`config.mk`:
```
export PLATFORM = sky130hd
export DESIGN_NAME = dcache
export DESIGN_NICKNAME = d
export VERILOG_FILES = /design/src/hw/dcache_pkg.sv /design/src/hw/dcache.sv
export VERILOG_INCLUDE_DIRS = /design/src /design/src/hw
export SDC_FILE = /design/constraint.sdc
export NUM_CORES = 2
export LEC_CHECK = 0
export BUFFER_PORTS_ARGS = -buffer_cell sky130_fd_sc_hd__buf_2
export CAP_MARGIN = 20
export CELL_PAD_IN_SITES_DETAIL_PLACEMENT = 0
export CELL_PAD_IN_SITES_GLOBAL_PLACEMENT = 2
export CORE_MARGIN = 4
export CORE_UTILIZATION = 42
export CTS_CLUSTER_SIZE = 24
export DETAILED_ROUTE_END_ITERATION = 7
export GPL_TIMING_DRIVEN = 0
export PLACE_DENSITY_LB_ADDON = 0.1
export SYNTH_ARGS = -nofsm -noshare
export SYNTH_HDL_FRONTEND = slang
export SYNTH_SLANG_ARGS = --single-unit
```
`constraint.sdc`:
```
create_clock -name clk -period 6.5 [get_ports clk]
set_input_delay 0.65 -clock clk [delete_from_list [all_inputs] [get_ports clk]]
set_output_delay 0.65 -clock clk [all_outputs]
set_load 0.02 [all_outputs]
```
`src/hw/dcache_defines.svh`:
```
`ifndef DCACHE_DEFINES_SVH
`define DCACHE_DEFINES_SVH

// Word and line widths in bits
`define WORD_SIZE 32
`define LINE_SIZE 128

// Cache geometry
`define CACHE_N_LINES 4
// Kept for a set-associative variant, one way for now
`define CACHE_ASSOCIATIVITY 1

// Address split, tag takes the remaining upper bits
`define OFFSET_SIZE 4
`define SET_SIZE 2
`define TAG_SIZE 26

// Store buffer depth
`define STORE_BUFFER_ENTRIES 4

// Backing memory model
`define MEM_LATENCY 5
// Lines held, addresses wrap modulo this count
`define MEM_LINES 64

`endif
```
`src/hw/dcache_pkg.sv`:
```
`include "dcache_defines.svh"

package dcache_pkg;

    // Access width for loads and stores
    typedef enum logic {
        BYTE_ACCESS = 1'b0,
        WORD_ACCESS = 1'b1
    } access_size_t;

    // One access from the core
    typedef struct packed {
        logic                  valid;
        logic [`WORD_SIZE-1:0] addr;
        access_size_t          size;
        logic                  store;
        logic [`WORD_SIZE-1:0] store_value;
    } core_access_t;

    // Store waiting to retire into the cache
    typedef struct packed {
        logic [`WORD_SIZE-1:0] addr;
        logic [`WORD_SIZE-1:0] value;
        access_size_t          size;
    } sb_entry_t;

    // Line fetch request, addr is line aligned
    typedef struct packed {
        logic                  valid;
        logic [`WORD_SIZE-1:0] addr;
    } line_req_t;

    // Line returned by memory
    typedef struct packed {
        logic                  valid;
        logic [`WORD_SIZE-1:0] addr;
        logic [`LINE_SIZE-1:0] data;
    } line_resp_t;

    // Dirty line going back to memory
    typedef struct packed {
        logic                  valid;
        logic [`WORD_SIZE-1:0] addr;
        logic [`LINE_SIZE-1:0] data;
    } line_wb_t;

endpackage

```
`src/hw/dcache.sv`:
```
`timescale 1ns/1ns
`include "dcache_defines.svh"

module dcache (
    input  logic                     clk,
    input  logic                     rst,
    input  dcache_pkg::core_access_t access,
    input  dcache_pkg::sb_entry_t    sb_head,
    input  logic                     wenable,
    input  dcache_pkg::line_resp_t   mem_resp,
    output logic                     hit,
    output logic                     store_stall,
    output logic [`WORD_SIZE-1:0]    read_data,
    output logic                     store_success,
    output dcache_pkg::line_req_t    mem_req,
    output dcache_pkg::line_wb_t     mem_wb
);

    // Direct mapped with one way per set
    localparam int N_SETS = `CACHE_N_LINES / `CACHE_ASSOCIATIVITY;
    // Enough to count every store buffer entry
    localparam int PIN_W = $clog2(`STORE_BUFFER_ENTRIES) + 1;

    // Resident line state
    logic [`TAG_SIZE-1:0]  tags    [N_SETS];
    logic [`LINE_SIZE-1:0] data_q  [N_SETS];
    logic [N_SETS-1:0]     dirty;
    logic [PIN_W-1:0]      pin_cnt [N_SETS];

    // Outstanding miss per set
    logic [N_SETS-1:0]     mr_present;
    logic [`TAG_SIZE-1:0]  mr_tag [N_SETS];
    logic [PIN_W-1:0]      mr_pin [N_SETS];

    // Core access split
    logic [`OFFSET_SIZE-1:0] offset;
    logic [`SET_SIZE-1:0]    set;
    logic [`TAG_SIZE-1:0]    tag;
    assign offset = access.addr[`OFFSET_SIZE-1:0];
    assign set    = access.addr[`OFFSET_SIZE +: `SET_SIZE];
    assign tag    = access.addr[`WORD_SIZE-1 -: `TAG_SIZE];

    // Store buffer head split
    logic [`OFFSET_SIZE-1:0] sb_offset;
    logic [`SET_SIZE-1:0]    sb_set;
    logic [`TAG_SIZE-1:0]    sb_tag;
    assign sb_offset = sb_head.addr[`OFFSET_SIZE-1:0];
    assign sb_set    = sb_head.addr[`OFFSET_SIZE +: `SET_SIZE];
    assign sb_tag    = sb_head.addr[`WORD_SIZE-1 -: `TAG_SIZE];

    // Refill split
    logic [`SET_SIZE-1:0] resp_set;
    logic [`TAG_SIZE-1:0] resp_tag;
    assign resp_set = mem_resp.addr[`OFFSET_SIZE +: `SET_SIZE];
    assign resp_tag = mem_resp.addr[`WORD_SIZE-1 -: `TAG_SIZE];

    logic tag_hit;
    logic is_store;
    logic pin_inc;
    logic mr_merge;
    logic refill_merge;

    assign tag_hit  = tags[set] == tag;
    assign is_store = access.valid && access.store;
    assign hit      = access.valid && tag_hit;

    // Stores wait behind a pending miss for another tag or a pinned victim
    assign store_stall = is_store && (mr_present[set] ? (mr_tag[set] != tag)
                                                      : (!tag_hit && pin_cnt[set] != '0));

    // Store hits the resident line and no refill is pending in that set
    assign pin_inc  = is_store && tag_hit && !mr_present[set];
    // Store rides along with the miss already in flight
    assign mr_merge = is_store && mr_present[set] && (mr_tag[set] == tag);
    // Merge in the very cycle the line arrives
    assign refill_merge = mr_merge && mem_resp.valid && (resp_set == set);

    // Head of the store buffer retires once its line is resident
    assign store_success = wenable && (tags[sb_set] == sb_tag);

    // Load data with byte sign extension
    logic [`LINE_SIZE-1:0] line_rd;
    logic [7:0]            byte_rd;
    logic [`WORD_SIZE-1:0] word_rd;
    assign line_rd = data_q[set];
    assign byte_rd = line_rd[{offset, 3'b000} +: 8];
    assign word_rd = line_rd[{offset[`OFFSET_SIZE-1:2], 5'b00000} +: `WORD_SIZE];
    assign read_data = (access.size == dcache_pkg::BYTE_ACCESS)
                     ? {{(`WORD_SIZE-8){byte_rd[7]}}, byte_rd} : word_rd;

    always_comb begin
        // One miss per set and never while the victim is still pinned
        mem_req.valid = access.valid && !tag_hit && !mr_present[set] && (pin_cnt[set] == '0);
        mem_req.addr  = {tag, set, {`OFFSET_SIZE{1'b0}}};

        // Old line goes out on the refill edge when dirty
        mem_wb.valid = mem_resp.valid && dirty[resp_set];
        mem_wb.addr  = {tags[resp_set], resp_set, {`OFFSET_SIZE{1'b0}}};
        mem_wb.data  = data_q[resp_set];
    end

    // Control state
    always_ff @(posedge clk) begin
        if (rst) begin
            dirty      <= '0;
            mr_present <= '0;
            for (int i = 0; i < N_SETS; i++) begin
                tags[i]    <= '0;
                pin_cnt[i] <= '0;
                mr_tag[i]  <= '0;
                mr_pin[i]  <= '0;
            end
        end else begin
            if (store_success) begin
                dirty[sb_set] <= 1'b1;
            end

            // Same set inc and dec cancel
            if (pin_inc && !(store_success && sb_set == set)) begin
                pin_cnt[set] <= pin_cnt[set] + 1'b1;
            end
            if (store_success && !(pin_inc && sb_set == set)) begin
                pin_cnt[sb_set] <= pin_cnt[sb_set] - 1'b1;
            end

            // New miss record where a store pins the incoming line once
            if (mem_req.valid) begin
                mr_present[set] <= 1'b1;
                mr_tag[set]     <= tag;
                mr_pin[set]     <= is_store ? PIN_W'(1) : '0;
            end
            if (mr_merge) begin
                mr_pin[set] <= mr_pin[set] + 1'b1;
            end

            // Install refill and hand over the pending pins
            if (mem_resp.valid) begin
                tags[resp_set]       <= resp_tag;
                dirty[resp_set]      <= 1'b0;
                pin_cnt[resp_set]    <= mr_pin[resp_set] + PIN_W'(refill_merge);
                mr_present[resp_set] <= 1'b0;
                mr_pin[resp_set]     <= '0;
            end
        end
    end

    // Line payload
    always_ff @(posedge clk) begin
        if (mem_resp.valid) begin
            data_q[resp_set] <= mem_resp.data;
        end
        if (store_success) begin
            if (sb_head.size == dcache_pkg::BYTE_ACCESS) begin
                data_q[sb_set][{sb_offset, 3'b000} +: 8] <= sb_head.value[7:0];
            end else begin
                data_q[sb_set][{sb_offset[`OFFSET_SIZE-1:2], 5'b00000} +: `WORD_SIZE]
                    <= sb_head.value;
            end
        end
    end

    // Evicting a line with stores still queued would lose them
    a_wb_unpinned: assert property (@(posedge clk) disable iff (rst)
        mem_wb.valid |-> pin_cnt[resp_set] == '0);

    // A retired store always finds its line pinned
    a_store_pinned: assert property (@(posedge clk) disable iff (rst)
        store_success |-> pin_cnt[sb_set] != '0);

    // Memory only answers requests we recorded
    a_resp_expected: assert property (@(posedge clk) disable iff (rst)
        mem_resp.valid |-> mr_present[resp_set] && (mr_tag[resp_set] == resp_tag));

endmodule

```
Word level (Yosys, flattened, before mapping)
Memories as Yosys holds them, arrays and structs flattened.
Index checks and enable logic that the tools add are counted.
{"block": "word_totals", "mem_bits_rw": 744, "register_bits": 8, "memories": 5, "elab_cells": 393}
{"block": "classes", "n_addsub": 6, "n_shift": 6, "n_lt_le_gt_ge": 6, "n_mux": 193, "eq_ne": 6, "n_reduce_logical": 35, "bitwise": 134}
{"name": "data_q", "words": 4, "word_bits": 128, "read_ports": 2, "rd_ports_with_merged_regs": 0, "wr": 2, "line": "dcache.sv:26", "rtl": "logic [`LINE_SIZE-1:0] data_q [N_SETS];"}
{"name": "mr_tag", "words": 4, "word_bits": 26, "read_ports": 1, "rd_ports_with_merged_regs": 0, "wr": 4, "line": "dcache.sv:32", "rtl": "logic [`TAG_SIZE-1:0] mr_tag [N_SETS];"}
{"name": "tags", "words": 4, "word_bits": 26, "read_ports": 3, "rd_ports_with_merged_regs": 0, "wr": 4, "line": "dcache.sv:25", "rtl": "logic [`TAG_SIZE-1:0] tags [N_SETS];"}
{"name": "mr_pin", "words": 4, "word_bits": 3, "read_ports": 2, "rd_ports_with_merged_regs": 0, "wr": 4, "line": "dcache.sv:33", "rtl": "logic [PIN_W-1:0] mr_pin [N_SETS];"}
{"name": "pin_cnt", "words": 4, "word_bits": 3, "read_ports": 2, "rd_ports_with_merged_regs": 0, "wr": 4, "line": "dcache.sv:28", "rtl": "logic [PIN_W-1:0] pin_cnt [N_SETS];"}
{"cell": "2-to-1 mux 128 bit", "n": 2}
{"cell": "2-to-1 mux 1 bit", "n": 164}
{"cell": "OR 1 bit", "n": 129}
{"cell": "variable shift 32 x 9 -> 128 bit (first input constant)", "n": 1}
{"cell": "variable shift 8 x 9 -> 128 bit (first input constant)", "n": 1}
{"cell": "variable part select 128 x 8 -> 32 bit", "n": 1}
{"cell": "variable part select 128 x 8 -> 8 bit", "n": 1}
{"cell": "variable part select 32 x 9 -> 128 bit", "n": 1}
{"cell": "variable part select 8 x 9 -> 128 bit", "n": 1}
{"cell": "== test 26 bit", "n": 3}
{"cell": "2-to-1 mux 26 bit", "n": 2}
{"cell": "OR reduction 26 bit", "n": 2}
{"cell": "2-to-1 mux 32 bit", "n": 1}
{"cell": "!= test 26 bit", "n": 1}
{"cell": "2-to-1 mux 4 bit", "n": 6}
{"cell": "logical AND 1 bit", "n": 22}
{"cell": "2-to-1 mux 3 bit", "n": 6}
{"cell": "negator 7 -> 9 bit", "n": 2}
{"cell": "OR reduction 3 bit", "n": 5}
{"cell": "2-to-1 mux 2 bit", "n": 7}
{"cell": "< comparator 2 x 3 -> 1 bit (second input constant)", "n": 3}
{"cell": "AND 4 bit", "n": 2}
{"cell": "OR 4 bit", "n": 2}
{"cell": "adder 3 x 1 -> 3 bit (second input constant)", "n": 2}
{"cell": "10 further kinds", "n": 19}

Logic depth before layout (Yosys ltp)
{"block": "depth", "depth_word": 12, "depth_mapped": 19, "mapped_depth_nobuf": 13}

Worst setup path before layout
No wires, ideal clock.
{"block": "synth_timing", "path_type": "input to register", "start": "input port access[38] (netlist name)", "end": "memory mr_tag[0][19] (netlist name), data pin", "arrival_time_ns": 4.778, "slack_ns": 1.590, "path_stages": 19, "required_ns": 6.368, "path_cell_list": "buf_2 buf_4 buf_2 buf_4 buf_2 buf_4 buf_2 buf_2 mux4_2 inv_1 ha_1 nand2b_1 nor3b_1 a21bo_2 buf_2 nor2_1 clkbuf_1 clkbuf_1 and3_1"}
{"element": "from (decl)", "line": "dcache.sv:7", "rtl": "input dcache_pkg::core_access_t access,"}
{"element": "to (decl)", "line": "dcache.sv:32"}

Final worst setup path
{"block": "layout_timing", "start": "input port access[39] (netlist name)", "end": "output port read_data[3]"}
{"block": "layout_via", "elab_chain_cells": 3, "elab_cells_between_ends": 4, "cone_classes": "shift: 2; mux: 1; memory: 1"}
{"element": "memory (4 x 128 bit) (*)"}
{"element": "variable part select 128 x 8 -> 8 bit or variable part select 128 x 8 -> 32 bit (tied branches)", "line": "dcache.sv:86, dcache.sv:87"}
{"element": "2-to-1 mux 32 bit (*)", "line": "dcache.sv:88", "rtl": "assign read_data = (access.size == dcache_pkg::BYTE_ACCESS)"}
{"element": "to (decl)", "line": "dcache.sv:13", "rtl": "output logic [`WORD_SIZE-1:0] read_data,"}
Mark *: on every way between the ends. The rest lies on a longest branch, timed or not.

==> impl_metrics.json <==
{
  "crit_arrival_ns": 5.74,
  "cts_resized": 6,
  "synth_most_common_cell": "edfxtp_1",
  "pre_cts_ws_ns": -1.27,
  "routedWlPerCell_um": 37.7,
  "synth_largest_area_cell": "edfxtp_1",
  "end_kind": "primary output",
  "wl_mm": 209,
  "clk_latency_ns": 0.68,
  "grt_pass1_wl_mm": 281,
  "finClkSkew_ns": 0.0305,
  "slew_viol_final": 0,
  "globalRouteTotalUtil": 0.351,
  "drive_gt1_frac": 0.423,
  "cp-start-kind": "input pin",
  "io_buffers": 471,
  "place_congestion": 1.02,
  "max_freq_mhz": 157,
  "worstSetupPathType": "input pin to primary output",
  "rsz0062_at_grt": "false",
  "cts_sinks": 752,
  "utilization": 0.497,
  "grt_max_degree": 29,
  "clk_pin_slew_worst_paths_ns": 0.06,
  "tightest_slew_ns": 1.37,
  "cts_buffers": 88,
  "antenna_found_initial": 43,
  "ys_seq_elements": 752,
  "placed_area_um2": 52000,
  "maxCapViolations": 0,
  "multi_input_area_um2": 23100,
  "ios": 525,
  "dp_hpwl_mm": 158,
  "p_per_area_nw_per_um2": 242,
  "fp.dieW_um": 342,
  "via_per_inst": 6.40,
  "netlist-cell-type-count": 77,
  "hp-class": "input pin to register",
  "synthDominantCellAreaShare": 0.469,
  "relSlewSlack": 0.0895,
  "drc": 0,
  "ys.flop_type": "edfxtp_1",
  "post_cts_buffers": 0,
  "synth_edf_count": 732,
  "cts-root-buf": "clkbuf_16",
  "cts_tree": "done",
  "status": "complete, no violations",
  "ys_warn_count": 0,
  "yosys-top-cells-area": "edfxtp_1 47%, mux4_2 19%, mux2_2 11%",
  "synth_cells": 3314,
  "cp.required_ns": 5.85,
  "core_um2": 111000,
  "dr_total_vias": 35500,
  "clockBufferDepth": 3,
  "finalWorstSetupSlack_ns": 0.112,
  "ant_nets": 0,
  "drtIter0Drc": 4670,
  "rows": 122,
  "finalCritPeriodShare": 0.983,
  "start_util": 0.423,
  "yosysSeqAreaShare": 0.477,
  "syn2layout_area_growth_pct": 17.5,
  "regArea_um2": 22400,
  "fin_crit_ns": 6.39,
  "n_fill_cell": 9950,
  "vdd_drop_max_uv": 196,
  "die_area_um2": 117000,
  "drt_first_pass_iters": 5,
  "cp_max_fo": 10,
  "htreeDepth": 3,
  "async_flop_share": 0,
  "hold_viol": 0,
  "avgSynthCellArea_um2": 14.2,
  "finalSetupViolCount": 0,
  "hold_buffers": 0,
  "die_y_um": 342,
  "grt_pass1_vias": 34600,
  "grt_overflow": 0,
  "p_leak_nw": 19.5,
  "final_area_um2": 55100,
  "ys_top_cells_by_count": "732 x edfxtp_1, 443 x mux2_2, 389 x mux4_2",
  "final_nets": 4275,
  "syn-cell-area_um2": 46900
}
[worst max-delay path: stages]
cell	delay, ns
clkbuf_1	0.58
clkbuf_2	0.56
buf_2	0.54
buf_2	0.46
clkbuf_2	0.54
clkbuf_1	0.36
buf_8	0.23
mux4_2	0.29
nand2_1	0.08
nand2_1	0.23
o211ai_1	0.13
nand3_1	0.13
o21ai_0	0.18
o21bai_1	0.46
buf_2	0.26
[path summary, 6_finish.rpt]
check / startpoint / endpoint / slack [ns] / cells after the start
setup / recovery: access[39] / read_data[3] / 0.11 / 15
hold / removal: mem_resp[106] / data_q[1][106] / 0.30 / 2
hold reg to reg: dirty[0] / dirty[0] / 0.45 / 2
setup reg to reg: tags[1][19] / data_q[2][74] / 0.90 / 9
[cell type report]
cell class	instances	share of cell area
multi-input cells	2255	0.419
plain buffers	257	0.0232
repair buffers	557	0.0602
flip-flops and latches	752	0.406
inverters	56	0.00382
clock buffers	103	0.0410
diodes	22	0.000999
well taps	1488	0.0338
clock inverters	57	0.0116
[power by group]
part,switching (mW),internal [mW],total [mW]
Sequential,0.112,5.60,5.71
Combinational,1.60,0.921,2.52
Clock,2.17,2.93,5.11
[cell families after synthesis]
family	after synthesis	synth area share
AOI/OAI and AO/OA	287	0.0464
xor gates and xnor gates	86	0.0165
adders and majority gates	12	0.00320
buffers and inverters	314	0.0313
DFF	752	0.477
muxes	1049	0.343
other	1	0.0000800
and+or+nand+nor	813	0.0825
[stage by stage]
| step | hold WS [ns] | setup TNS (ns) | cells | total power [mW] |
|---|---|---|---|---|
| final | 0.296 | 0 | 5547 | 13.3 |
| after global routing | 0.290 | 0 | 5530 | 13.7 |
| after CTS | 0.256 | 0 | 5517 | 13.3 |
| after detailed placement | 0.442 | -194.38 | 5357 | 8.27 |
| after global placement | 0.434 | -438.20 | 5280 | 8.20 |
| after floorplan | 0.423 | 0 | 3321 | 7.13 |
[cells in the final DEF, fill, tap and decap left out, types with 18 or more instances in the layout]
| cell type | count |
|---|---|
| o21ai_0 | 38 |
| inv_1 | 46 |
| buf_4 | 94 |
| buf_8 | 23 |
| mux4_2 | 389 |
| nor2_1 | 151 |
| and2_1 | 33 |
| buf_2 | 517 |
| a21oi_1 | 32 |
| nand4_1 | 30 |
| clkinv_1 | 25 |
| nand3_1 | 41 |
| dfxtp_1 | 20 |
| o22ai_4 | 18 |
| mux2_2 | 443 |
| xnor2_1 | 80 |
| buf_1 | 37 |
| mux2_1 | 80 |
| a21boi_0 | 20 |
| clkbuf_16 | 88 |
| nand2_1 | 371 |
| edfxtp_1 | 732 |
| and3_1 | 85 |
| mux2i_1 | 134 |
| diode_2 | 22 |
| o21ai_1 | 56 |
| clkbuf_1 | 127 |
[layer usage]
layer  up-vias  global-route usage  part of all wire
met5         -                   0           0.00066
met3       389              0.0928              0.12
met1     18400               0.505              0.41
met4        14               0.143             0.043
li1      14400                   -                 -
met2      2281               0.505              0.43
[flip-flops by register name, indices dropped and copies added, names as in the netlist]
name        flops
data_q        512
dirty           4
mr_pin         12
mr_present      4
mr_tag        104
pin_cnt        12
tags          104
Power figures use the tool's default switching activity.
