**src/hw/dcache_defines.svh**
```systemverilog
`ifndef DCACHE_DEFINES_SVH
`define DCACHE_DEFINES_SVH

// Word and line widths in bits
`define WORD_SIZE 32
`define LINE_SIZE 128

// Cache geometry
`define CACHE_N_LINES 4
// Kept for a set-associative variant, one way for now
`define CACHE_ASSOCIATIVITY 1

// Address split, tag takes the remaining upper bits
`define OFFSET_SIZE 4
`define SET_SIZE 2
`define TAG_SIZE 26

// Store buffer depth
`define STORE_BUFFER_ENTRIES 4

// Backing memory model
`define MEM_LATENCY 5
// Lines held, addresses wrap modulo this count
`define MEM_LINES 64

`endif
```
**src/hw/dcache_pkg.sv**
```systemverilog
`include "dcache_defines.svh"

package dcache_pkg;

    // Access width for loads and stores
    typedef enum logic {
        BYTE_ACCESS = 1'b0,
        WORD_ACCESS = 1'b1
    } access_size_t;

    // One access from the core
    typedef struct packed {
        logic                  valid;
        logic [`WORD_SIZE-1:0] addr;
        access_size_t          size;
        logic                  store;
        logic [`WORD_SIZE-1:0] store_value;
    } core_access_t;

    // Store waiting to retire into the cache
    typedef struct packed {
        logic [`WORD_SIZE-1:0] addr;
        logic [`WORD_SIZE-1:0] value;
        access_size_t          size;
    } sb_entry_t;

    // Line fetch request, addr is line aligned
    typedef struct packed {
        logic                  valid;
        logic [`WORD_SIZE-1:0] addr;
    } line_req_t;

    // Line returned by memory
    typedef struct packed {
        logic                  valid;
        logic [`WORD_SIZE-1:0] addr;
        logic [`LINE_SIZE-1:0] data;
    } line_resp_t;

    // Dirty line going back to memory
    typedef struct packed {
        logic                  valid;
        logic [`WORD_SIZE-1:0] addr;
        logic [`LINE_SIZE-1:0] data;
    } line_wb_t;

endpackage

```
**src/hw/store_buffer.sv**
```systemverilog
`timescale 1ns/1ns
`include "dcache_defines.svh"

module store_buffer (
    input  logic                  clk,
    input  logic                  rst,
    input  logic                  push,
    input  dcache_pkg::sb_entry_t push_entry,
    input  logic                  pop,
    output dcache_pkg::sb_entry_t head,
    output logic                  head_valid,
    output logic                  full,
    output logic                  empty
);

    localparam int DEPTH = `STORE_BUFFER_ENTRIES;
    localparam int PTR_W = $clog2(DEPTH);

    // Entry storage
    dcache_pkg::sb_entry_t entries [DEPTH];

    logic [PTR_W-1:0] rd_ptr;
    logic [PTR_W-1:0] wr_ptr;
    // One extra bit so DEPTH fits
    logic [PTR_W:0]   count;

    // Oldest store is always at the read pointer
    assign head       = entries[rd_ptr];
    assign empty      = count == '0;
    assign full       = count == (PTR_W + 1)'(DEPTH);
    assign head_valid = !empty;

    // Pointers and occupancy
    always_ff @(posedge clk) begin
        if (rst) begin
            rd_ptr <= '0;
            wr_ptr <= '0;
            count  <= '0;
        end else begin
            if (push) begin
                wr_ptr <= (wr_ptr == PTR_W'(DEPTH - 1)) ? '0 : wr_ptr + 1'b1;
            end
            if (pop) begin
                rd_ptr <= (rd_ptr == PTR_W'(DEPTH - 1)) ? '0 : rd_ptr + 1'b1;
            end
            // Push and pop together leave the count alone
            if (push && !pop) begin
                count <= count + 1'b1;
            end else if (pop && !push) begin
                count <= count - 1'b1;
            end
        end
    end

    // Payload write
    always_ff @(posedge clk) begin
        if (push) begin
            entries[wr_ptr] <= push_entry;
        end
    end

    // Core side must honour full
    a_no_overflow: assert property (@(posedge clk) disable iff (rst)
        push |-> !full);

    // Cache only retires a store that is actually presented
    a_no_underflow: assert property (@(posedge clk) disable iff (rst)
        pop |-> head_valid);

endmodule

```
**config.mk**
```make
export PLATFORM = sky130hd
export DESIGN_NAME = store_buffer
export DESIGN_NICKNAME = d
export VERILOG_FILES = /design/src/hw/dcache_pkg.sv /design/src/hw/store_buffer.sv
export VERILOG_INCLUDE_DIRS = /design/src /design/src/hw
export SDC_FILE = /design/constraint.sdc
export NUM_CORES = 1
export LEC_CHECK = 0
export BUFFER_PORTS_ARGS = -buffer_cell sky130_fd_sc_hd__buf_2
export CAP_MARGIN = 0
export CORE_ASPECT_RATIO = 0.8
export CORE_UTILIZATION = 49
export CTS_BUF_LIST = sky130_fd_sc_hd__clkbuf_8 sky130_fd_sc_hd__clkbuf_16
export DETAILED_ROUTE_END_ITERATION = 6
export GPL_TIMING_DRIVEN = 0
export HOLD_SLACK_MARGIN = 0.06
export PLACE_DENSITY = 0.81
export SYNTH_ARGS = -nofsm -noshare
export SYNTH_HDL_FRONTEND = slang
export SYNTH_SLANG_ARGS = --single-unit
```
**constraint.sdc**
```tcl
create_clock -name clk -period 2.88 [get_ports clk]
set_input_delay 0.432 -clock clk [delete_from_list [all_inputs] [get_ports clk]]
set_output_delay 0.432 -clock clk [all_outputs]
set_load 0.03 [all_outputs]
```
After elaboration in Yosys (flattened, before gate mapping)
Memory sizes are Yosys's and may differ from the RTL's. A register that Yosys moved wholly into a read port is not among the register bits.
Cells that the tools add are included.
{"block": "totals", "reg_bits": 7, "ramBits": 260, "input_bits": 69, "out_inout_bits": 68, "word_cells": 26, "mem_count": 1}
{"block": "op_classes", "add_sub_neg": 4, "n_eq_ne": 3, "n_mux": 8, "reduce_logical": 7}
{"memory": "entries", "words": 4, "width": 65, "read_ports": 1, "rd_ports_with_merged_regs": 1, "wr": 1, "line_no": "store_buffer.sv:20", "text": "dcache_pkg::sb_entry_t entries [DEPTH];"}
{"op": "$mux W2", "count": 4}
{"op": "$mux W3", "count": 2}
{"op": "$add A2 B1 Y2 const B", "count": 2}
{"op": "$eq A2 B2 Y1 const B", "count": 2}
{"op": "$add A3 B1 Y3 const B", "count": 1}
{"op": "$eq A3 B3 Y1 const B", "count": 1}
{"op": "$logic_not A1 Y1", "count": 3}
{"op": "$logic_not A3 Y1", "count": 1}
{"op": "$sub A3 B1 Y3 const B", "count": 1}
{"op": "$logic_and A1 B1 Y1", "count": 2}
{"op": "$mux W1", "count": 2}
{"op": "$reduce_bool A2 Y1", "count": 1}

Logic depth before layout (Yosys ltp)
Gate-level depths: netlist (run 1).
{"block": "logic_depth", "word_depth": 4, "mapped_depth": 7, "ltp_nobuf": 7}

Least setup slack after synthesis (run 1)
No wires, ideal clock.
{"block": "synth_timing", "path_kind": "flip-flop to flip-flop", "startpoint": "register wr_ptr[0]", "endpoint": "memory entries[3][0] in the netlist's numbering (enable)", "setup_time_ns": 0.430, "arrival_ns": 2.078, "required_time_ns": 2.450, "slack_ns": 0.373, "stages_incl_launch_ff": 3, "n_path_buf": 0, "period_less_slack_ns": 2.507, "path_cell_list": "dfxtp_1 -> ha_1 -> and2_1"}
{"item": "start: declaration", "line_no": "store_buffer.sv:23", "text": "logic [PTR_W-1:0] wr_ptr;"}
{"item": "start signal: assignment", "line_no": "store_buffer.sv:41", "text": "wr_ptr <= (wr_ptr == PTR_W'(DEPTH - 1)) ? '0 : wr_ptr + 1'b1;"}
{"item": "end: declaration", "line_no": "store_buffer.sv:20"}
No word-level cell before the write port.

==> results of run 1 <==
## stage by stage
step,utilization,cells,power [mW]
floorplan,-,385,5.22
detailed placement,0.554,789,5.54
CTS,0.593,833,8.64
global placement,0.550,785,5.50
finish,0.593,833,8.53
global route,0.593,833,8.82
## cell usage in the layout (no fill, tap or decap), drive strengths merged
| cell type | count |
|---|---|
| a21oi | 3 |
| clkinv | 11 |
| fa | 1 |
| clkinvlp | 2 |
| o21ai | 1 |
| mux4 | 65 |
| clkbuf | 26 |
| edfxtp | 260 |
| mux2i | 3 |
| nor2 | 6 |
| xor2 | 2 |
| and2 | 4 |
| ha | 6 |
| bufinv | 2 |
| nor3b | 3 |
| dfxtp | 9 |
| inv | 10 |
| buf | 153 |
| or3 | 2 |
## worst max-delay path: stages (launching register included)
cell and delay [ns]:
dfxtp_1 0.35, buf_6 0.24, buf_12 0.19, mux4_2 0.53, buf_2 0.20
## final timing paths
path	endpoint	cells after the start	startpoint	slack, ns
worst max-delay path	head[20]	4	flop	0.43
worst min-delay path	entries[2][37]$_DFFE_PP_	1	push_entry[37]	0.13
worst max register to register	entries[0][12]$_DFFE_PP_	4	wr_ptr[0]$_SDFFE_PP0P_	1.10
worst min register to register	flop	2	rd_ptr[1]$_SDFFE_PP0P_	0.55
## layer usage
metal / part of all wire / routed length (microns) / vias to the layer above
met4: 0.021 / 363 / 0
met3: 0.069 / 1160 / 33
li1: - / - / 1980
met2: 0.50 / 8470 / 143
met5: 0 / 0 / -
met1: 0.41 / 6970 / 2302
## layout make-up
| cell class | count | area, sq um | area share |
|---|---|---|---|
| Buffer | 14 | 153 | 0.0130 |
| Sequential cell | 269 | 7990 | 0.680 |
| Timing Repair Buffer | 140 | 761 | 0.0648 |
| Multi-Input combinational cell | 96 | 1720 | 0.146 |
| Clock buffer | 25 | 626 | 0.0533 |
| Inverter | 6 | 22.5 | 0.00192 |
| Clock inverter | 19 | 144 | 0.0123 |
| Tap cell | 264 | 330 | 0.0281 |
## registers in the layout, summed over array words and instances, names as in the netlist, named ones only
register and flops:
wr_ptr 2, count 3, rd_ptr 2, entries 260
## power breakdown
group	internal, mW	total, mW	leakage (nW)	switching (mW)
Combinational	0.353	0.942	1.16	0.589
Sequential	4.46	4.50	2.46	0.0429
Clock	1.75	3.08	0.382	1.33
Total	6.57	8.53	4.01	1.96
## logic make-up after synthesis
group | Yosys count | synth area share
flip-flops | 269 | 0.809
multiplexers | 68 | 0.151
buffers and inverters | 20 | 0.0177
AND/OR/NAND/NOR | 15 | 0.00836
adder cells (fa/ha/maj) | 7 | 0.00963
AO/OA/AOI/OAI | 4 | 0.00203
XOR/XNOR | 2 | 0.00177
==> impl_metrics.csv, run 1 <==
group,metric,value,unit
synth,synth_edf_count,260,
global_route,first_global_vias,4825,
setup_path,worstSetupPathType,"reg2out",
route,wire_per_inst,20.4,microns
global_route,grt_max_degree,37,
floorplanning,start_util,0.499,
synth,netlist_area,9870,sq um
global_route,use_met2,0.291,
clock_tree,h-tree-depth,1,
timing,relSlewSlack,0.597,
setup_path,cp.required,2.45,ns
clock_tree,cts_hold_buf,0,
power_and_ir_drop,power_density,726,nW/um^2
global_route,grtUsageTotal,0.169,
clock_tree,cts_tree,"built",
setup_path,arrival,2.02,ns
finish,diodes,0,
global_route,antenna_found_initial,1,
synth,synth.distinct_cells,19,
synth,ys.flop_type,"edfxtp_1",
timing,drv_slew,0,
floorplanning,num_io_pins,137,
placed_design,io_buffers,136,
synth,ys_ff_latch,269,
timing,skew,0.00701,ns
global_route,grt_overflow,0,
clock_tree,post-cts-setup-buffers,0,
floorplanning,rows,46,
power_and_ir_drop,peakVddDrop,560,uV
floorplanning,die_height,129,microns
flow_run,cap_violations,0,
route,vias,4458,
global_route,grtUsageMet3,0.0467,
timing,final-setup-viol-count,0,
placed_design,dp_slack,0.821,ns
clock_tree,numCtsBuffers,25,
route,dr.pass1.iters,4,
finish,area_delta_synth_final,18.9,%
setup_path,cp_max_fo,10,
synth,ys_seq_area_frac,0.809,
synth,synthTopCellsByCount,"edfxtp_1 (260), mux4_2 (65), dfxtp_1 (9)",
finish,final_area,11700,sq um
floorplanning,coreArea,19800,sq um
clock_tree,clk_pin_slew_worst_paths,0.06,ns
global_route,busiest_layer,"met2",
route,antenna_left,0,
power_and_ir_drop,p_leak,4.01,nW
finish,nFillCells,1414,
synth,synth_top_cell_area_share,0.791,
placed_design,place.gp.congestion,0.723,
finish,nNetsFinal,628,
floorplanning,die_w,161,microns
floorplanning,dieArea,20700,sq um
timing,finalCritPeriodShare,0.850,
synth,yosysTopAreaCell,"edfxtp_1",
route,routed_wl,17000,microns
synth,avgSynthCellArea,25.6,sq um
finish,layout-drive-gt1-share,0.448,
clock_tree,clock_latency,0.52,ns
synth,synth-async-reset-ratio,0,
synth,ys_warn_count,0,
global_route,use_met1,0.212,
synth,yosys-top-cells-area,"edfxtp_1 (79%), mux4_2 (15%), dfxtp_1 (1.8%)",
timing,max_freq,0.408,GHz
worst_hold_path,holdCritPathClass,"in2reg",
route,drt_iter0_drc,241,
status,status,"completed",
clock_tree,cts_max_path_buffers,3,
route,routed_via_density,5.35,
global_route,grt_pass1_wl,26300,microns
timing,rsz0062_at_grt,"false",
placed_design,hpwl,10700,microns
placed_design,dpl_cell_area,11000,sq um
timing,holdWs,0.131,ns
setup_path,startpoint_type,"flop",
clock_tree,postCtsResizedCells,0,
timing,hold_viol_final,0,
route,drc,0,
timing,finalSetupTns,0,ns
clock_tree,clkSinkCount,269,
timing,tightest_slew,0.605,ns
synth,netlist_instances,385,
timing,fin_ws,0.432,ns
timing,min_period,2.45,ns
setup_path,endpoint_kind,"primary output",
synth,synth.most_common_cell,"edfxtp_1",
synth,syn_nets,461,
clock_tree,cts_root_buffer,"clkbuf_16",
Power figures use the tool's default switching activity.
==> run 2: changes to the inputs <==
--- a/config.mk
+++ b/config.mk
@@ -9,12 +9,12 @@
 export BUFFER_PORTS_ARGS = -buffer_cell sky130_fd_sc_hd__buf_2
 export CAP_MARGIN = 0
 export CORE_ASPECT_RATIO = 0.8
-export CORE_UTILIZATION = 49
+export CORE_UTILIZATION = 48
 export CTS_BUF_LIST = sky130_fd_sc_hd__clkbuf_8 sky130_fd_sc_hd__clkbuf_16
 export DETAILED_ROUTE_END_ITERATION = 6
 export GPL_TIMING_DRIVEN = 0
 export HOLD_SLACK_MARGIN = 0.06
-export PLACE_DENSITY = 0.81
+export PLACE_DENSITY = 0.8
 export SYNTH_ARGS = -nofsm -noshare
 export SYNTH_HDL_FRONTEND = slang
 export SYNTH_SLANG_ARGS = --single-unit
==> impl_metrics.csv, run 2 (same netlist as run 1, synthesis figures left out) <==
group,metric,value,unit
clock_tree,clk_pin_slew_worst_paths,0.06,ns
route,vias,4446,
global_route,first_global_vias,4774,
clock_tree,h-tree-depth,1,
setup_path,critical_path_buf_inv_count,3,
power_and_ir_drop,p_leak,4.04,nW
route,drt_iter0_drc,317,
route,antenna_left,0,
setup_path,critPathMostFrequentCell,"buf_2",
setup_path,endpoint_kind,"primary output",
power_and_ir_drop,power_density,727,nW/um^2
finish,area_delta_synth_final,19.1,%
placed_design,dp_slack,0.910,ns
setup_path,startpoint_type,"flop",
clock_tree,numCtsBuffers,26,
finish,stdcell_count,835,
timing,tightest_slew,0.599,ns
route,wl_met3,981,microns
floorplanning,num_io_pins,137,
floorplanning,coreArea,20000,sq um
floorplanning,die_w,162,microns
floorplanning,die_height,130,microns
setup_path,cp.required,2.45,ns
setup_path,cp_cell_sequence,"buf_2 -> buf_2 -> mux4_2 -> buf_2",
setup_path,r2r_start,"wr_ptr[0]$_SDFFE_PP0P_",
route,top_layer_used,"met4",
finish,final_cell_mix,"edfxtp_1 (260), buf_2 (142), mux4_2 (65)",
route,wire_per_inst,20.6,microns
finish,largest_reg_flops,260,
clock_tree,cts_root_buffer,"clkbuf_16",
status,status,"completed",
timing,relSlewSlack,0.600,
finish,top_register,"entries",
floorplanning,rows,46,
worst_hold_path,holdCritPathClass,"in2reg",
timing,max_freq,0.406,GHz
finish,layout-drive-gt1-share,0.451,
setup_path,cp_max_fo,10,
setup_path,max_stage_delay,0.37,ns
finish,reg_top3,"entries (260), count (3)",
placed_design,place.gp.congestion,0.693,
route,routed_wl,17200,microns
placed_design,hpwl,10900,microns
global_route,grt_max_degree,37,
timing,fin_ws,0.417,ns
placed_design,dp.cells,789,
setup_path,crit_family,"buffers and inverters",
global_route,grt_pass1_wl,26100,microns
route,routed_via_density,5.32,
global_route,antenna_found_initial,1,
route,dr.pass1.iters,4,
global_route,grtUsageTotal,0.164,
clock_tree,clock_latency,0.52,ns
route,routed-wl-met2,8560,microns
global_route,grt_overflow,0,
clock_tree,post-cts-setup-buffers,0,
route,met1_length,7370,microns
setup_path,endpoint,"head[27]",
clock_tree,cts_tree,"built",
clock_tree,cts_max_path_buffers,3,
setup_path,worstSetupPathType,"reg2out",
worst_hold_path,worstHoldStart,"push_entry[58]",
placed_design,io_buffers,136,
timing,min_period,2.46,ns
timing,drv_slew,0,
timing,final-setup-viol-count,0,
clock_tree,postCtsResizedCells,0,
clock_tree,clkSinkCount,269,
setup_path,cp.depth,4,
setup_path,arrival,2.03,ns
clock_tree,cts_hold_buf,0,
floorplanning,start_util,0.494,
finish,nNetsFinal,629,
power_and_ir_drop,peakVddDrop,484,uV
setup_path,r2r_end,"entries[3][42]$_DFFE_PP_",
timing,holdWs,0.129,ns
route,drc,0,
setup_path,ff2ff_setup_slack,1.14,ns
timing,rsz0062_at_grt,"false",
timing,finalCritPeriodShare,0.855,
flow_run,cap_violations,0,
timing,hold_viol_final,0,
timing,skew,0.0109,ns
setup_path,critPathSlowestCell,"mux4_2",
floorplanning,dieArea,21100,sq um
finish,layout_commonest_cell,"edfxtp_1",
setup_path,r2r_cells,3,
[run 2: cell types whose count changed in the layout (fill, tap and decap cells not counted), sizes merged]
cell | previous run | this run
bufinv | 2 | 1
clkbuf | 26 | 28
clkinv | 11 | 9
clkinvlp | 2 | 0
diode | 0 | 1
inv | 10 | 14
[run 2: through the flow]
stage                util  cell area, sq um  setup TNS, ns  power [mW]
global route        0.589             11800              0        8.83
detailed placement  0.549             11000              0        5.54
finish              0.589             11800              0        8.55
CTS                 0.589             11800              0        8.63
global placement    0.545             10900        -192.68        5.50
floorplan               -              9870              0        5.22
[run 2: worst min-delay path by stage]
stage,slack [ns],end,depth (start not counted)
finish,0.13,entries[0][58]$_DFFE_PP_,1
detailed placement,0.51,count[2]$_SDFFE_PP0P_,2
global route,0.11,entries[3][63]$_DFFE_PP_,1
floorplan,0.46,count[2]$_SDFFE_PP0P_,2
CTS,0.11,entries[3][63]$_DFFE_PP_,1
global placement,0.47,count[2]$_SDFFE_PP0P_,2
[run 2: metal layers]
| metal | vias to the layer above | track usage |
|---|---|---|
| met5 | - | 0 |
| met4 | 0 | 0.0344 |
| met3 | 22 | 0.0362 |
| met2 | 129 | 0.280 |
| met1 | 2317 | 0.219 |
| li1 | 1978 | - |
[run 2: layout make-up]
class                      instances  area [sq um]
fill                            1411          8210
sequential                       269          7990
multi-input combinational         96          1720
timing repair buffer             140           761
clock buffer                      27           676
tap                              264           330
buffer                            14           153
clock inverter                    18           106
inverter                           6          22.5
antenna                            1          2.50
[run 2: power by group]
group	internal (mW)	switching (mW)
sequential	4.46	0.0440
clock	1.77	1.33
combinational	0.353	0.587
==> run 3: changes to the inputs <==
--- a/config.mk
+++ b/config.mk
@@ -14,7 +14,7 @@
 export DETAILED_ROUTE_END_ITERATION = 6
 export GPL_TIMING_DRIVEN = 0
 export HOLD_SLACK_MARGIN = 0.06
-export PLACE_DENSITY = 0.8
+export PLACE_DENSITY_LB_ADDON = 0.08
 export SYNTH_ARGS = -nofsm -noshare
 export SYNTH_HDL_FRONTEND = slang
 export SYNTH_SLANG_ARGS = --single-unit
==> impl_metrics.csv, run 3 (same netlist as run 1, synthesis figures left out) <==
group,metric,value,unit
timing,hold_viol_final,0,
route,dr.pass1.iters,5,
timing,final-setup-viol-count,0,
power_and_ir_drop,power,8.75,mW
setup_path,r2r_end,"entries[3][16]$_DFFE_PP_",
worst_hold_path,holdCritPathClass,"in2reg",
flow_run,cap_violations,0,
finish,reg_top3,"entries (260), count (3)",
setup_path,r2r_start,"wr_ptr[0]$_SDFFE_PP0P_",
finish,final_cell_mix,"edfxtp_1 (260), buf_2 (142), mux4_2 (65)",
route,vias,4464,
floorplanning,rows,46,
power_and_ir_drop,p_leak,4.06,nW
clock_tree,cts_root_buffer,"clkbuf_16",
setup_path,endpoint_kind,"primary output",
finish,layout-drive-gt1-share,0.456,
power_and_ir_drop,clockPowerShare,0.378,
placed_design,dp_slack,0.914,ns
floorplanning,dieArea,21100,sq um
floorplanning,die_w,162,microns
floorplanning,coreArea,20000,sq um
floorplanning,die_height,130,microns
finish,fin_util,0.593,
timing,skew,0.00669,ns
finish,nFillCells,1441,
timing,drv_slew,0,
global_route,grt_max_degree,35,
worst_hold_path,worstHoldStart,"push_entry[51]",
status,status,"completed",
clock_tree,cts_max_path_buffers,3,
global_route,grtUsageTotal,0.168,
placed_design,place.gp.congestion,0.689,
route,routed_via_density,5.31,
worst_hold_path,hold_end,"entries[0][51]$_DFFE_PP_",
timing,tightest_slew,0.653,ns
power_and_ir_drop,switching_share,0.227,
setup_path,startpoint_type,"flop",
clock_tree,numCtsBuffers,27,
clock_tree,clkSinkCount,269,
clock_tree,clk_pin_slew_worst_paths,0.06,ns
clock_tree,cts_tree,"built",
route,wire_per_inst,20.3,microns
placed_design,io_buffers,136,
power_and_ir_drop,netSwitchingPower,1.98,mW
clock_tree,post-cts-setup-buffers,0,
timing,max_freq,0.405,GHz
timing,rsz0062_at_grt,"false",
power_and_ir_drop,power_density,739,nW/um^2
worst_hold_path,hold_depth,1,
route,antenna_left,0,
clock_tree,postCtsResizedCells,0,
route,drt_iter0_drc,217,
clock_tree,cts_hold_buf,0,
power_and_ir_drop,combPwrFrac,0.107,
timing,fin_ws,0.412,ns
power_and_ir_drop,p_int,6.77,mW
global_route,antenna_found_initial,3,
timing,holdWs,0.130,ns
placed_design,hpwl,10400,microns
finish,nNetsFinal,630,
power_and_ir_drop,peakVddDrop,484,uV
route,drc,0,
setup_path,cp_max_fo,10,
finish,layout_commonest_cell,"edfxtp_1",
route,routed_wl,17000,microns
timing,finalCritPeriodShare,0.857,
setup_path,r2r_cells,3,
setup_path,worstSetupPathType,"reg2out",
global_route,grt_pass1_wl,26400,microns
clock_tree,clock_latency,0.51,ns
timing,min_period,2.47,ns
power_and_ir_drop,seqPwrFrac,0.515,
global_route,first_global_vias,4676,
global_route,grt_overflow,0,
setup_path,cp.required,2.45,ns
setup_path,arrival,2.04,ns
timing,relSlewSlack,0.565,
finish,largest_reg_flops,260,
floorplanning,num_io_pins,137,
floorplanning,start_util,0.494,
finish,top_register,"entries",
finish,area_delta_synth_final,19.9,%
setup_path,ff2ff_setup_slack,1.08,ns
clock_tree,h-tree-depth,1,
-- run 3: cell count changes in the layout (fill, tap and decap cells not counted), sizes merged --
cell,delta
bufinv,+1
clkbuf,+3
clkinv,+2
clkinvlp,+2
diode,+1
inv,-4
-- run 3: power groups by stage --
stage | Combinational, mW | Sequential (mW) | Clock (mW)
floorplan | 0.643 | 4.58 | 0
global placement | 0.923 | 4.59 | 0
detailed placement | 0.957 | 4.59 | 0
CTS | 0.960 | 4.50 | 3.39
global route | 1.01 | 4.51 | 3.54
finish | 0.940 | 4.50 | 3.31
-- run 3: worst max-delay path by stage --
stage | from | endpoint | slack [ns] | cells past startpoint
global route | flop | head[29] | 0.30 | 4
global placement | push | entries[0][26]$_DFFE_PP_ | -0.95 | 2
detailed placement | flop | head[1] | 0.91 | 4
floorplan | wr_ptr[0]$_SDFFE_PP0P_ | entries[3][0]$_DFFE_PP_ | 0.37 | 2
finish | flop | head[29] | 0.41 | 4
CTS | flop | head[1] | 0.36 | 4
-- run 3: cell type report --
cell class              count  area [sq um]  area share
diodes                      2          5.00    0.000423
plain buffers              14           153      0.0129
clock buffers              30           717      0.0606
clock inverters            19           139      0.0117
inverters                   6          22.5     0.00190
multi-input cells          96          1720       0.145
flip-flops and latches    269          7990       0.675
well taps                 264           330      0.0279
repair buffers            140           761      0.0643
-- run 3: through the flow --
stage | cell area, sq um | instances | setup TNS, ns
2_1_floorplan | 9870 | 385 | 0
3_3_place_gp | 10900 | 785 | -236.65
3_5_place_dp | 11000 | 789 | 0
4_1_cts | 11800 | 838 | 0
5_1_grt | 11800 | 838 | 0
6_report | 11800 | 840 | 0
-- run 3: routing by layer --
layer  GRT usage  routed length [microns]  share of wire  vias to the layer above
met5           0                        0              0                        -
met4      0.0388                      306          0.018                        0
met3      0.0439                     1080          0.063                       26
met2       0.284                     8530           0.50                      119
met1       0.220                     7120           0.42                     2326
li1            -                        -              -                     1993
-- run 3: worst max-delay path, stage by stage, from the launching register on --
cell	delay, ns
dfxtp_1	0.33
buf_2	0.28
buf_2	0.35
mux4_2	0.36
buf_2	0.19
